### src/include/ddr_ctrl_defines.svh
`ifndef DDR_CTRL_DEFINES_SVH
`define DDR_CTRL_DEFINES_SVH

// requester address split is row 25:14, bank 13:12, column 11:0
`define DDR_ADDR_W      26
`define DDR_ROW_W       12
`define DDR_COL_W       12
`define DDR_BANK_W      2
`define DDR_PIN_ADDR_W  13

// command spacing in CLK cycles
`define DDR_T_RCD       3   // ACT to RD or WR
`define DDR_T_RP        3   // PRE to next command
`define DDR_T_RFC       8   // REF to next command
`define DDR_CAS_LAT     2   // RD to first beat on dq_in

`define DDR_REFRESH_INTERVAL  200

// A10 high selects all banks on PRE
`define DDR_IDLE_ADDR   13'h0400

`endif
### src/hw/ddr_ctrl_pkg.sv
`include "ddr_ctrl_defines.svh"

package ddr_ctrl_pkg;

  // {ras_n, cas_n, we_n} as seen on the pins
  typedef enum logic [2:0] {
    NOP = 3'b111,
    ACT = 3'b011,  // open a row
    RD  = 3'b101,
    WR  = 3'b100,
    BST = 3'b110,  // burst terminate
    PRE = 3'b010,  // close the row
    REF = 3'b001,  // auto refresh
    MRS = 3'b000   // mode register set
  } ddr_cmd_e;

  // pin address as carried by ACT
  typedef struct packed {
    logic [`DDR_ROW_W-11:0] row_hi;    // row bits above A10
    logic                   auto_pre;  // A10, kept low on ACT
    logic [9:0]             row_lo;
  } dram_row_t;

  // pin address as carried by RD and WR
  typedef struct packed {
    logic [`DDR_COL_W-1:0] col;
    logic                  beat_sel;  // first beat always beat 0
  } dram_col_t;

  typedef union packed {
    dram_row_t row;
    dram_col_t col;
  } dram_addr_u;

endpackage

### src/hw/ddr_cmd_sched.sv
`timescale 1ns/1ps
`include "ddr_ctrl_defines.svh"

module ddr_cmd_sched (
  input  logic                       CLK,
  input  logic                       RST,
  input  logic                       refresh_strobe,
  input  logic [`DDR_ADDR_W-1:0]     rand_address,
  input  logic                       rand_we,
  input  logic                       rand_request,
  input  logic [3:0]                 rand_we_mask,
  input  logic [`DDR_ADDR_W-1:0]     bulk_address,
  input  logic                       bulk_we,
  input  logic                       bulk_request,
  input  logic [3:0]                 bulk_we_mask,
  output logic                       rand_grant,
  output logic                       bulk_grant,
  output ddr_ctrl_pkg::ddr_cmd_e     ddr_cmd,
  output logic [`DDR_PIN_ADDR_W-1:0] ddr_addr,
  output logic [`DDR_BANK_W-1:0]     ddr_bank,
  output ddr_ctrl_pkg::ddr_cmd_e     issued_cmd,
  output logic [3:0]                 issued_mask
);

  localparam int T_CCD = 2;  // access to access, one NOP in between
  localparam int T_WR  = 3;  // write to anything other than another write
  localparam int GAP_W = $clog2(`DDR_T_RFC);

  // open page and sequencing state
  logic                    page_open;
  logic [`DDR_ROW_W-1:0]   open_row;
  logic [`DDR_BANK_W-1:0]  open_bank;
  logic                    last_was_write;
  logic                    refresh_ack;
  logic [GAP_W-1:0]        gap_cnt;

  logic                    refresh_pending;
  logic                    any_req;
  logic [`DDR_ADDR_W-1:0]  win_addr;
  logic                    win_we;
  logic [3:0]              win_mask;
  logic [`DDR_ROW_W-1:0]   win_row;
  logic [`DDR_BANK_W-1:0]  win_bank;
  logic [`DDR_COL_W-1:0]   win_col;
  logic                    page_hit;
  logic                    ready;
  logic                    access;
  logic [GAP_W-1:0]        gap_load;

  ddr_ctrl_pkg::ddr_cmd_e     cmd_next;
  ddr_ctrl_pkg::dram_addr_u   addr_word;

  assign refresh_pending = refresh_strobe ^ refresh_ack;

  // bulk always wins when both are asking
  assign any_req  = bulk_request | rand_request;
  assign win_addr = bulk_request ? bulk_address : rand_address;
  assign win_we   = bulk_request ? bulk_we : rand_we;
  assign win_mask = bulk_request ? bulk_we_mask : rand_we_mask;

  assign win_row  = win_addr[`DDR_ADDR_W-1 -: `DDR_ROW_W];
  assign win_bank = win_addr[`DDR_COL_W +: `DDR_BANK_W];
  assign win_col  = win_addr[`DDR_COL_W-1:0];

  // refresh takes precedence over a hit
  assign page_hit = any_req && page_open && !refresh_pending &&
                    (win_row == open_row) && (win_bank == open_bank);

  // a write may chase a write one cycle sooner than other commands
  assign ready = (gap_cnt == '0) ||
                 ((gap_cnt == GAP_W'(1)) && last_was_write && page_hit && win_we);

  always_comb
  begin
    cmd_next = ddr_ctrl_pkg::NOP;
    if (ready)
    begin
      if (page_hit)
        cmd_next = win_we ? ddr_ctrl_pkg::WR : ddr_ctrl_pkg::RD;
      else if (page_open && (any_req || refresh_pending))
        cmd_next = ddr_ctrl_pkg::PRE;  // miss or refresh, close first
      else if (refresh_pending)
        cmd_next = ddr_ctrl_pkg::REF;
      else if (any_req)
        cmd_next = ddr_ctrl_pkg::ACT;
    end
  end

  assign access = (cmd_next == ddr_ctrl_pkg::RD) || (cmd_next == ddr_ctrl_pkg::WR);

  // cycles until the next decision, minus the one spent on the command
  always_comb
  begin
    case (cmd_next)
      ddr_ctrl_pkg::ACT: gap_load = GAP_W'(`DDR_T_RCD - 1);
      ddr_ctrl_pkg::PRE: gap_load = GAP_W'(`DDR_T_RP - 1);
      ddr_ctrl_pkg::REF: gap_load = GAP_W'(`DDR_T_RFC - 1);
      ddr_ctrl_pkg::WR:  gap_load = GAP_W'(T_WR - 1);
      default:           gap_load = GAP_W'(T_CCD - 1);
    endcase
  end

  // the same 13 pins carry a row or a column
  always_comb
  begin
    addr_word = `DDR_IDLE_ADDR;
    if (cmd_next == ddr_ctrl_pkg::ACT)
    begin
      addr_word.row.row_hi   = win_row[`DDR_ROW_W-1:10];
      addr_word.row.auto_pre = 1'b0;
      addr_word.row.row_lo   = win_row[9:0];
    end
    else if (access)
    begin
      addr_word.col.col      = win_col;
      addr_word.col.beat_sel = 1'b0;
    end
  end

  always_ff @(posedge CLK)
  begin
    if (!RST)
    begin
      ddr_cmd        <= ddr_ctrl_pkg::NOP;
      ddr_addr       <= `DDR_IDLE_ADDR;
      ddr_bank       <= '0;
      rand_grant     <= 1'b0;
      bulk_grant     <= 1'b0;
      page_open      <= 1'b0;
      last_was_write <= 1'b0;
      refresh_ack    <= 1'b0;
      gap_cnt        <= '0;
    end
    else
    begin
      ddr_cmd    <= cmd_next;
      ddr_addr   <= addr_word;
      rand_grant <= access && !bulk_request;  // grant lines up with RD/WR
      bulk_grant <= access && bulk_request;

      if (cmd_next != ddr_ctrl_pkg::NOP)
      begin
        gap_cnt        <= gap_load;
        last_was_write <= (cmd_next == ddr_ctrl_pkg::WR);
      end
      else if (gap_cnt != '0)
      begin
        gap_cnt <= gap_cnt - 1'b1;
      end

      case (cmd_next)
        ddr_ctrl_pkg::ACT: page_open   <= 1'b1;
        ddr_ctrl_pkg::PRE: page_open   <= 1'b0;
        ddr_ctrl_pkg::REF: refresh_ack <= refresh_strobe;  // clears pending
        default: ;
      endcase

      if ((cmd_next == ddr_ctrl_pkg::ACT) || access)
        ddr_bank <= win_bank;
    end
  end

  // page address and write mask, only meaningful with page_open or a WR
  always_ff @(posedge CLK)
  begin
    if (cmd_next == ddr_ctrl_pkg::ACT)
    begin
      open_row  <= win_row;
      open_bank <= win_bank;
    end
    if (access)
      issued_mask <= win_mask;
  end

  assign issued_cmd = ddr_cmd;

endmodule

### src/hw/ddr_ctrl_top.sv
`timescale 1ns/1ps
`include "ddr_ctrl_defines.svh"

module ddr_ctrl_top (
  input  logic                       CLK,
  input  logic                       RST,
  input  logic [`DDR_ADDR_W-1:0]     rand_address,
  input  logic                       rand_we,
  input  logic                       rand_request,
  output logic                       rand_grant,
  input  logic [3:0]                 rand_we_mask,
  input  logic [`DDR_ADDR_W-1:0]     bulk_address,
  input  logic                       bulk_we,
  input  logic                       bulk_request,
  output logic                       bulk_grant,
  input  logic [3:0]                 bulk_we_mask,
  input  logic [31:0]                wdata,
  output logic [31:0]                rdata,
  output logic                       rdata_valid,
  output ddr_ctrl_pkg::ddr_cmd_e     ddr_cmd,
  output logic [`DDR_PIN_ADDR_W-1:0] ddr_addr,
  output logic [`DDR_BANK_W-1:0]     ddr_bank,
  output logic [15:0]                dq_out,
  output logic                       dq_oe,
  output logic [1:0]                 dm,
  input  logic [15:0]                dq_in
);

  logic                   refresh_strobe;
  ddr_ctrl_pkg::ddr_cmd_e issued_cmd;
  logic [3:0]             issued_mask;

  ddr_refresh_timer u_refresh_timer (
    .CLK            (CLK),
    .RST            (RST),
    .refresh_strobe (refresh_strobe)
  );

  ddr_cmd_sched u_cmd_sched (
    .CLK            (CLK),
    .RST            (RST),
    .refresh_strobe (refresh_strobe),
    .rand_address   (rand_address),
    .rand_we        (rand_we),
    .rand_request   (rand_request),
    .rand_we_mask   (rand_we_mask),
    .bulk_address   (bulk_address),
    .bulk_we        (bulk_we),
    .bulk_request   (bulk_request),
    .bulk_we_mask   (bulk_we_mask),
    .rand_grant     (rand_grant),
    .bulk_grant     (bulk_grant),
    .ddr_cmd        (ddr_cmd),
    .ddr_addr       (ddr_addr),
    .ddr_bank       (ddr_bank),
    .issued_cmd     (issued_cmd),
    .issued_mask    (issued_mask)
  );

  ddr_dq_path u_dq_path (
    .CLK         (CLK),
    .RST         (RST),
    .issued_cmd  (issued_cmd),
    .issued_mask (issued_mask),
    .wdata       (wdata),
    .dq_in       (dq_in),
    .dq_out      (dq_out),
    .dq_oe       (dq_oe),
    .dm          (dm),
    .rdata       (rdata),
    .rdata_valid (rdata_valid)
  );

endmodule

### src/hw/ddr_dq_path.sv
`timescale 1ns/1ps
`include "ddr_ctrl_defines.svh"

module ddr_dq_path (
  input  logic                   CLK,
  input  logic                   RST,
  input  ddr_ctrl_pkg::ddr_cmd_e issued_cmd,
  input  logic [3:0]             issued_mask,
  input  logic [31:0]            wdata,
  input  logic [15:0]            dq_in,
  output logic [15:0]            dq_out,
  output logic                   dq_oe,
  output logic [1:0]             dm,
  output logic [31:0]            rdata,
  output logic                   rdata_valid
);

  localparam int RD_PIPE_W = `DDR_CAS_LAT + 2;

  logic                 hi_pending;  // beat 1 still to go out
  logic [15:0]          hi_data;
  logic [1:0]           hi_dm;
  logic [RD_PIPE_W-1:0] rd_pipe;     // bit k set k+1 cycles after RD
  logic                 wr_start;

  assign wr_start = (issued_cmd == ddr_ctrl_pkg::WR);

  // write side, beat 0 the cycle after WR and beat 1 right behind it
  always_ff @(posedge CLK)
  begin
    if (!RST)
    begin
      dq_oe      <= 1'b0;
      hi_pending <= 1'b0;
    end
    else
    begin
      dq_oe      <= wr_start | hi_pending;
      hi_pending <= wr_start;
    end
  end

  always_ff @(posedge CLK)
  begin
    if (wr_start)
    begin
      dq_out  <= wdata[15:0];
      dm      <= ~issued_mask[1:0];  // dm high masks the byte
      hi_data <= wdata[31:16];
      hi_dm   <= ~issued_mask[3:2];
    end
    else if (hi_pending)
    begin
      dq_out <= hi_data;
      dm     <= hi_dm;
    end
  end

  // read side
  always_ff @(posedge CLK)
  begin
    if (!RST)
      rd_pipe <= '0;
    else
      rd_pipe <= {rd_pipe[RD_PIPE_W-2:0], issued_cmd == ddr_ctrl_pkg::RD};
  end

  always_ff @(posedge CLK)
  begin
    if (rd_pipe[`DDR_CAS_LAT-1])
      rdata[15:0] <= dq_in;   // beat 0
    if (rd_pipe[`DDR_CAS_LAT])
      rdata[31:16] <= dq_in;  // beat 1
  end

  assign rdata_valid = rd_pipe[RD_PIPE_W-1];

endmodule

### src/hw/ddr_refresh_timer.sv
`timescale 1ns/1ps
`include "ddr_ctrl_defines.svh"

module ddr_refresh_timer (
  input  logic CLK,
  input  logic RST,
  output logic refresh_strobe
);

  localparam int CNT_W = $clog2(`DDR_REFRESH_INTERVAL);

  logic [CNT_W-1:0] count;

  always_ff @(posedge CLK)
  begin
    if (!RST)
    begin
      count          <= CNT_W'(`DDR_REFRESH_INTERVAL - 1);
      refresh_strobe <= 1'b0;
    end
    else if (count == '0)
    begin
      count          <= CNT_W'(`DDR_REFRESH_INTERVAL - 1);
      refresh_strobe <= ~refresh_strobe;  // scheduler acks by copying this
    end
    else
    begin
      count <= count - 1'b1;
    end
  end

endmodule

### config.mk
export PLATFORM = sky130hd
export DESIGN_NAME = ddr_ctrl_top
export DESIGN_NICKNAME = d
export VERILOG_FILES = /design/src/hw/ddr_ctrl_pkg.sv /design/src/hw/ddr_cmd_sched.sv /design/src/hw/ddr_ctrl_top.sv /design/src/hw/ddr_dq_path.sv /design/src/hw/ddr_refresh_timer.sv
export VERILOG_INCLUDE_DIRS = /design/src /design/src/include
export SDC_FILE = /design/constraint.sdc
export NUM_CORES = 1
export LEC_CHECK = 0
export BUFFER_PORTS_ARGS = -buffer_cell sky130_fd_sc_hd__clkbuf_2
export CORE_MARGIN = 4
export CORE_UTILIZATION = 53
export DETAILED_ROUTE_END_ITERATION = 7
export PLACE_DENSITY = 0.89
export SLEW_MARGIN = 20
export SYNTH_ARGS = -nofsm -noshare
export SYNTH_HDL_FRONTEND = slang
export SYNTH_SLANG_ARGS = --single-unit
### constraint.sdc
create_clock -name CLK -period 4.5 [get_ports CLK]
set_input_delay 0.225 -clock CLK [delete_from_list [all_inputs] [get_ports CLK]]
set_output_delay 0.225 -clock CLK [all_outputs]
set_load 0.005 [all_outputs]
After elaboration in Yosys (flattened, before gate mapping):

Index checks and enable logic that the tools add are counted.

* output and inout bits: 72
* flip-flop bits (word level): 127
* input bits: 114

* add/subtract/negate cells: 2
* reductions and logical operators: 24
* mux-type cells: 19
* bitwise operators: 7
* equality and inequality tests: 11

Operators with widths (count)
* $mux W16: 2
* $mux W13: 2
* $mux W26: 1
* $mux W3: 7
* $eq A12 B12 Y1: 1
* $eq A3 B3 Y1 const B: 4
* $logic_and A1 B1 Y1: 10
* $logic_not A8 Y1: 1
* $sub A8 B1 Y8 const B: 1
* $eq A3 B1 Y1 const B: 2
* $eq A3 B2 Y1 const B: 2
* $pmux W3 S2: 1
* $reduce_bool A2 Y1: 3
* $logic_or A1 B1 Y1: 4
* $mux W2: 2
* $mux W4: 1
* $not A2 Y2: 2
* $logic_not A3 Y1: 1
* $ne A3 B3 Y1 const B: 1
* $reduce_bool A3 Y1: 1
* $reduce_or A3 Y1: 1
* $sub A3 B1 Y3 const B: 1
* $eq A2 B2 Y1: 1
* $logic_not A1 Y1: 2
* 6 further kinds: 9

Logic depth before layout (Yosys ltp):

Gate-level depths: netlist of run 1.

* depth in word-level cells: 13
* mapped depth: 10

Hierarchy:

From an unflattened synthesis of run 1, not the netlist that was laid out.

* cell total of the unflattened synthesis: 360
* area total of the unflattened synthesis: 5144.9 sq um

Modules (own cells, without submodules)
* ddr_dq_path: cells each 106, seq. area each 2162.1 sq um, area each 2474.9 sq um, times used 1
* ddr_cmd_sched: cells each 210, seq. area each 1061.0 sq um, area each 2267.2 sq um, times used 1
* ddr_refresh_timer: cells each 44, seq. area each 180.2 sq um, area each 402.9 sq um, times used 1

Worst setup path before layout of run 1:

No wires, ideal clock.

* kind: reg2reg
* from: register u_cmd_sched.gap_cnt[0]
* to: register u_cmd_sched.open_bank[0] (enable)
* cell stages (with the launch flop): 9
* path buffers: 2
* arrival time: 1.851 ns
* library setup time: 0.344 ns
* setup slack: 2.305 ns
* cells stage by stage: dfxtp_1 > inv_1 > ha_1 > nand2b_1 > clkbuf_1 > a21oi_1 > nand3b_1 > inv_1 > buf_2

* cells in the longest elaborated chain, start to end: 7

Ends and longest elaborated chain
* from (decl): RTL line ddr_cmd_sched.sv:35 `logic [GAP_W-1:0] gap_cnt;`
* from (signal assigned): RTL line ddr_cmd_sched.sv:143 `gap_cnt <= gap_load;`
* from (signal assigned): RTL line ddr_cmd_sched.sv:148 `gap_cnt <= gap_cnt - 1'b1;`
* $eq A3 B1 Y1: RTL line ddr_cmd_sched.sv:71 `((gap_cnt == GAP_W'(1)) && last_was_write && page_hit && win_we);`
* $logic_and A1 B1 Y1 (3 in series): RTL line ddr_cmd_sched.sv:71
* $logic_or A1 B1 Y1 *: RTL line ddr_cmd_sched.sv:70 `assign ready = (gap_cnt == '0) ||`
* $mux W3 *: RTL line ddr_cmd_sched.sv:76 `if (ready)`
* $eq A3 B2 Y1 *: RTL line ddr_cmd_sched.sv:166 `if (cmd_next == ddr_ctrl_pkg::ACT)`
* to (signal assigned): RTL line ddr_cmd_sched.sv:169 `open_bank <= win_bank;`
* to (decl): RTL line ddr_cmd_sched.sv:32 `` logic [`DDR_BANK_W-1:0] open_bank; ``

Every way passes the cells marked *; elsewhere a longest branch is shown, timed or not.
A chain may end at the register's enable or synchronous reset.

Worst setup path after layout of run 1:

* from: input bulk_request
* to: register u_cmd_sched.gap_cnt[0]

* cells in the longest elaborated chain, start to end: 13

Ends and longest elaborated chain
* from (decl): RTL line ddr_ctrl_top.sv:14 `input logic bulk_request,`
* branches (longest 8 deep; another with $mux W26)
* $mux W3 *: RTL line ddr_cmd_sched.sv:76
* $eq A3 B2 Y1 or $eq A3 B3 Y1 (tied branches): RTL line ddr_cmd_sched.sv:94 `case (cmd_next)`
* $reduce_or A3 Y1 (no source line)
* $pmux W3 S2: RTL line ddr_cmd_sched.sv:94
* $mux W3: RTL line ddr_cmd_sched.sv:141 `if (cmd_next != ddr_ctrl_pkg::NOP)`

Every way passes the cells marked *.

==> results.md, run 1 <==
* Status: complete, no violations
* Die X at roughly 110 µm
* Largest family of logic cells by synthesized area: simple AND/OR/NAND/NOR gates
* #FFs+latches synth at roughly 130
* H-Tree Depth at 4
* Post-Syn Instances at about 380
* Fill cell count at between 500 and 600
* HP Class: in -> reg
* Initial antenna violation count at 0
* DP Wirelength at ~8.4 mm
* # port buffers at 185
* Placed instance area at about 6000 µm²
* Global-route wire length before repair at roughly 21 mm
* Synthesized Nets at approximately 500
* Slowest cell delay on critical path at 0.72 ns
* Synth Area in Simple Gates at 0.1189
* Final Power at roughly 3.2 mW
* Worst skew pair latency at a little over 0.5 ns
* Async set-reset flop share out of synthesis at 0
* Largest net degree at the start of global routing at 36
* Root buf cell: clkbuf_8
* RSZ-0062 raised after global routing: false
* Final setup TNS at 0 ns
* Critical Path RT at 4.89 ns
* Post-synthesis compound-gate area fraction at 0.04690
* Clock Pin Slew Worst Setup and Hold Paths at ~0.060 ns
* Crit Path Category: in -> reg
* VDD IR-drop max at ~0.41 mV
* Final slew viol count at 0
* Setup bufs post-CTS at 0
* Post-layout util at 0.7614
* Achievable frequency at between 300 and 400 MHz
* CP Max Fanout at 35
* Vias in the first global route at 4042
* Chip Height at 105.0 µm
* Longest Clk Path Bufs at 2
* Critical path's slowest cell: and4_1
* Ports at about 190
* Sequential cell area at 3403 µm²
* Crit path max-delay family: simple AND/OR/NAND/NOR gates
* YS warnings at 0
* Xor/xnor share of the synthesized area at 0.03863
* Gpl congestion at approximately 0.83
* PwrDens at ~460 nW/µm²
* Rows at 35
* Max_cap viols at 0
* DRC at 0
* Post-synth top area share at 0.5177
* Setup WS post-layout at between 1.5 and 2 ns
* Non-Filler Instances at roughly 730
* Post-synthesis average cell area at ~13 µm²
* Minimum clock period at about 2.9 ns
* Crit path launch type: input pin
* Crit-path cells: clkbuf_2 > mux2_2 > nand4b_1 > a2111oi_0 > and4_1 > nand2_1 > a31o_1
* Adder-cell share of the synthesized area at 0.01003
* Die area at between 10000 and 15000 µm²
* Clock skew at ~0.010 ns
* Register area share after synthesis at 0.6822
* Ant. Diodes at 0
* Routed WL at approximately 13 mm
* ANT nets after route at 0
* Post-synth EDFFs at 86
* DR WL/cell at 18.10 µm
* Top-count cell post-synth: edfxtp_1
* R2R Setup Slk at 1.68 ns
* Core ar. at about 9200 µm²
* Top area cells in the synthesized netlist: edfxtp_1 (52%), dfxtp_1 (16%), nand2_1 (4.5%)
* Via density at ~5.2
* Final Setup Violations at 0
* CTS Sinks at roughly 130
* Synth cell types at 48
* WP data arrival at between 3 and 4 ns
* Fin crit share at 0.6374
* Slew margin rel. at 0.3053
* Crit end category: register
* Fraction of layout cells with a size suffix above 1 at 0.3842
* Mux share of post-synthesis cell area at 0.06747
* Vias at 3836
* Gr ovfl total at 0
* Mapped Area at between 4000 and 5000 µm²
* Pre-CTS WS at about 1.2 ns
* Area of the multi-input gates at roughly 1400 µm²
* Final hold viol count at 0
* Synthesis-to-layout area growth at 40.36%
* Cell count after placement at approximately 660
* Starting Density at 0.5424
* Slew @ Worst Pin at slightly above 1 ns
* Post-CTS sizing at 0
* Bufs and invs on worst path at 1
* CTS Buf Count at 17
* Yosys top cell by area: edfxtp_1
* Final Cell Area at 7002 µm²
* Net count, final at around 730
* All-Layer GR Usage at 0.2454
* Ys flop type: edfxtp_1
* Post-synth top cells: edfxtp_1 (86), nand2_1 (60), dfxtp_1 (41), inv_1 (22), nor2_1 (20)
* Fin Hold WS at roughly 0.034 ns
* Pleak at about 3 nW
* TritonCTS clock tree: done
* TritonRoute pass-1 iters at 5
* 1st-iter DRT viols at between 200 and 250
final timing paths:
kind / from / depth (start not counted) / to
max reg2reg: u_cmd_sched.gap_cnt[0] / 8 / u_cmd_sched.ddr_bank[0]
min: bulk_we_mask[2] / 2 / u_cmd_sched.issued_mask[2]
max: bulk_request / 7 / u_cmd_sched.gap_cnt[0]
min reg2reg: u_refresh_timer.count[0] / 1 / u_refresh_timer.count[0]
power breakdown:
part / switching (mW) / internal (mW)
logic: 0.272 / 0.218
clock network: 0.498 / 0.840
registers: 0.0493 / 1.36
total: 0.820 / 2.42
sequential cells by signal, indices dropped and copies added, names as in the netlist, 3 cells and up:
register	flops
u_cmd_sched.ddr_cmd	3
u_cmd_sched.open_row	12
u_dq_path.hi_data	16
u_cmd_sched.gap_cnt	3
u_dq_path.rdata	32
u_dq_path.dq_out	16
u_cmd_sched.ddr_addr	13
u_cmd_sched.issued_mask	4
u_refresh_timer.count	8
u_dq_path.rd_pipe	4
per-layer routing:
| metal | part of all wire | up-vias | routed length [µm] | track usage |
|---|---|---|---|---|
| met5 | 0 | - | 0 | 0 |
| met2 | 0.50 | 233 | 6589 | 0.4290 |
| met4 | 0.029 | 0 | 386 | 0.1059 |
| li1 | - | 1795 | - | - |
| met1 | 0.38 | 1776 | 5099 | 0.2760 |
| met3 | 0.090 | 32 | 1188 | 0.07597 |
area by class of cell:
type,count,area share
clock inverters,14,0.02377
multi-input cells,210,0.2009
flip-flops and latches,127,0.4861
well taps,111,0.01984
repair buffers,231,0.1980
inverters,23,0.01233
clock buffers,17,0.05915
worst reg2reg max path, cell delays in order, from the launching register on:
cell      delay, ns
dfxtp_1        0.31
inv_1          0.11
ha_1           0.19
nand2b_1       0.19
a21oi_1        0.53
nand3b_1       0.27
inv_1          0.77
nor3_1         0.13
nor3_1         0.25
kinds of logic (layout without fill, tap and decap cells):
kind of cell,count (synthesis),in the layout
flip-flops,127,127
AO/OA/AOI/OAI,35,35
AND/OR/NAND/NOR,118,118
adder cells (fa/ha/maj),4,4
multiplexers,31,31
XOR/XNOR,22,22
buffers and inverters,38,285
cell usage in the layout, fill, tap and decap left out, types with 2 or more instances in the layout:
cell,n
mux2i_1,12
a211oi_1,2
a22oi_1,11
nor2_1,20
a21oi_1,7
inv_6,2
nand4_1,2
ha_1,4
xnor2_1,17
clkbuf_2,185
clkinv_1,2
mux2_2,18
nand2b_1,2
nor3_1,11
dlygate4sd3_1,46
xor2_1,5
o21ai_0,6
clkinv_4,4
clkinv_2,4
edfxtp_1,86
bufinv_16,3
nor4_4,3
dfxtp_1,41
inv_1,22
a2111oi_0,2
nand3b_1,2
nand3_1,2
clkbuf_16,16
and2_1,5
nand2_1,60
repair_timing:
item	4_1_cts	5_1_grt
hold endpoints to repair	62	0
hold buffers	46	0
setup endpoints to repair	0	0
No activity file was read; power rests on OpenSTA's default activity.
==> run 2, diff against run 1 <==
CORE_UTILIZATION = 44   (was 53)
PLACE_DENSITY = 0.79   (was 0.89)
clock period = 2.3 ns   (was 4.5 ns; I/O delays follow)
==> results.md, run 2 (synthesized netlist as in run 1, its figures left out) <==
* Crit path launch: u_cmd_sched.gap_cnt[1]
* RSZ-0062 raised after global routing: false
* R2R depth at 8
* Synthesis-to-layout area growth at 44.27%
* Fin crit share at 0.9467
* CP Max Fanout at 6
* Critical Path RT at approximately 2.6 ns
* Clock Pin Slew Worst Setup and Hold Paths at 0.05 ns
* All-Layer GR Usage at 0.1889
* WP data arrival at about 2.5 ns
* Slowest cell delay on critical path at around 0.52 ns
* Worst R2R End: u_cmd_sched.ddr_bank[1]
* DRC at 0
* Area of the multi-input gates at approximately 1400 µm²
* 1st-iter DRT viols at about 220
* Gr ovfl total at 0
* Vias in the first global route at around 4000
* CTS Sinks at approximately 130
* Fill cell count at between 800 and 900
* Most frequent cells in the layout: clkbuf_2 (185), edfxtp_1 (86), nand2_1 (60)
* # port buffers at around 190
* Slew @ Worst Pin at 0.7835 ns
* Final slew viol count at 0
* Bufs and invs on worst path at 2
* Crit-path cells: inv_1 > ha_1 > nand4b_1 > a2111oi_2 > and4_1 > buf_4 > nor3_1 > nor3_1
* Max_cap viols at 0
* Sequential Power Share at 0.431
* DP Wirelength at about 8.5 mm
* Chip Height at ~110 µm
* Die X at 114.5 µm
* Largest registers: u_dq_path.rdata (32), u_dq_path.dq_out (16), u_dq_path.hi_data (16)
* Clock power frac at 0.407
* Top reg by flops: u_dq_path.rdata
* Minimum clock period at 2.177 ns
* Achievable frequency at 459.3 MHz
* R2R Setup Slk at 0.12 ns
* Core ar. at roughly 11000 µm²
* Die area at about 13000 µm²
* TritonRoute pass-1 iters at 6
* Critical path's slowest cell: a2111oi_2
* Crit end category: register
* H-Tree Depth at 4
* Sequential cell area at around 3400 µm²
* Crit path max-delay family: simple AND/OR/NAND/NOR gates
* Final Setup Violations at 0
* Starting Density at 0.4542
* Root buf cell: clkbuf_16
* Worst r2r src: u_cmd_sched.gap_cnt[1]
* Vias at ~3800
* ANT nets after route at 0
* PwrDens at around 890 nW/µm²
* Setup bufs post-CTS at 0
* Slew margin rel. at 0.4771
* Initial antenna violation count at 0
* Net Sw Frac at 0.2436
* Net count, final at between 700 and 800
* Global-route wire length before repair at ~19 mm
* DR WL/cell at 15.91 µm
* CTS Buf Count at 17
* Ports at approximately 190
* Levels on crit path at 8
* Most used cell along the critical path: nor3_1
* Pleak at 3.103 nW
* Final hold viol count at 0
* Gpl congestion at around 0.84
* Worst skew pair latency at approximately 0.40 ns
* Post-layout util at 0.6553
* Crit path launch type: register
* Final Power at ~6.4 mW
* Status: complete, no violations
* Rows at 38
* TritonCTS clock tree: done
* Fraction of layout cells with a size suffix above 1 at 0.3959
* Critical Path Sink: u_cmd_sched.ddr_bank[1]
* Crit Path Category: reg -> reg
* HP Class: in -> reg
* Routed WL at 12.41 mm
* Most common cell after layout, fill and taps aside: clkbuf_2
* P_int at around 4.8 mW
* Max reg flops at 32
* Net switching power at about 1.6 mW
* Comb pwr share at 0.162
* Clock skew at between 0.006 and 0.007 ns
* VDD IR-drop max at between 0.6 and 0.7 mV
* Largest net degree at the start of global routing at 30
* Longest Clk Path Bufs at 2
* Via density at 4.862
==> run 2: tightest hold or removal path: cells and delay by family <==
| family | cells | cell delay [ns] |
|---|---|---|
| AOI/OAI and AO/OA | 2 | 0.19 |
| buffers and inverters | 1 | 0.08 |
==> run 2: power by group through the flow <==
stage	combinational (mW)	clock (mW)	sequential [mW]
2_1_floorplan	0.594	0	2.78
3_5_place_dp	0.953	0	2.80
6_report	1.03	2.60	2.76
3_3_place_gp	0.918	0	2.79
4_1_cts	1.02	2.64	2.76
5_1_grt	1.14	2.76	2.77
==> run 2: worst min path at each step <==
stage | end | cells after the start | startpoint
3_3_place_gp | u_dq_path.hi_data[15] | 1 | wdata[31]
5_1_grt | u_cmd_sched.ddr_addr[10] | 3 | bulk_address[9]
3_5_place_dp | u_dq_path.hi_data[7] | 1 | wdata[23]
4_1_cts | u_cmd_sched.ddr_addr[10] | 3 | bulk_address[9]
6_report | u_cmd_sched.ddr_addr[10] | 3 | bulk_address[9]
2_1_floorplan | u_dq_path.hi_data[0] | 0 | wdata[16]
==> run 2: cell type report <==
class                      instances  share of cell area
timing repair buffer             247              0.2135
clock buffer                      20             0.06067
antenna                            1           0.0003477
clock inverter                    12             0.01999
multi-input combinational        210              0.1963
tap                              140             0.02434
sequential                       127              0.4729
inverter                          23             0.01200
==> run 2: layer usage <==
metal | vias to the layer above | track usage | part of all wire
met1 | 1790 | 0.2118 | 0.39
met2 | 155 | 0.3384 | 0.53
met4 | 0 | 0.07363 | 0.019
met3 | 20 | 0.05285 | 0.064
met5 | - | 0 | 0
li1 | 1827 | - | -
==> run 2: metrics by stage <==
stage | hold slack (ns) | setup slack [ns] | cells | TNS, ns | instance area [µm²]
floorplan | 0.2139 | 0.1049 | 375 | 0 | 4989
global placement | 0.2935 | 0.00001199 | 699 | 0 | 6127
detailed placement | 0.2941 | -0.08077 | 699 | -0.6266 | 6127
CTS | 0.01822 | 0.004831 | 779 | 0 | 7188
global route | 0.02932 | 0.01560 | 779 | 0 | 7194
finish | 0.02461 | 0.1226 | 780 | 0 | 7197
==> run 2: timing repair <==
action / 4_1_cts / 5_1_grt
hold buffers: 48 / 0
endpoints found under the setup margin: 0 / 16
endpoints found under the hold margin: 64 / 0
gates resized for setup: 0 / 2
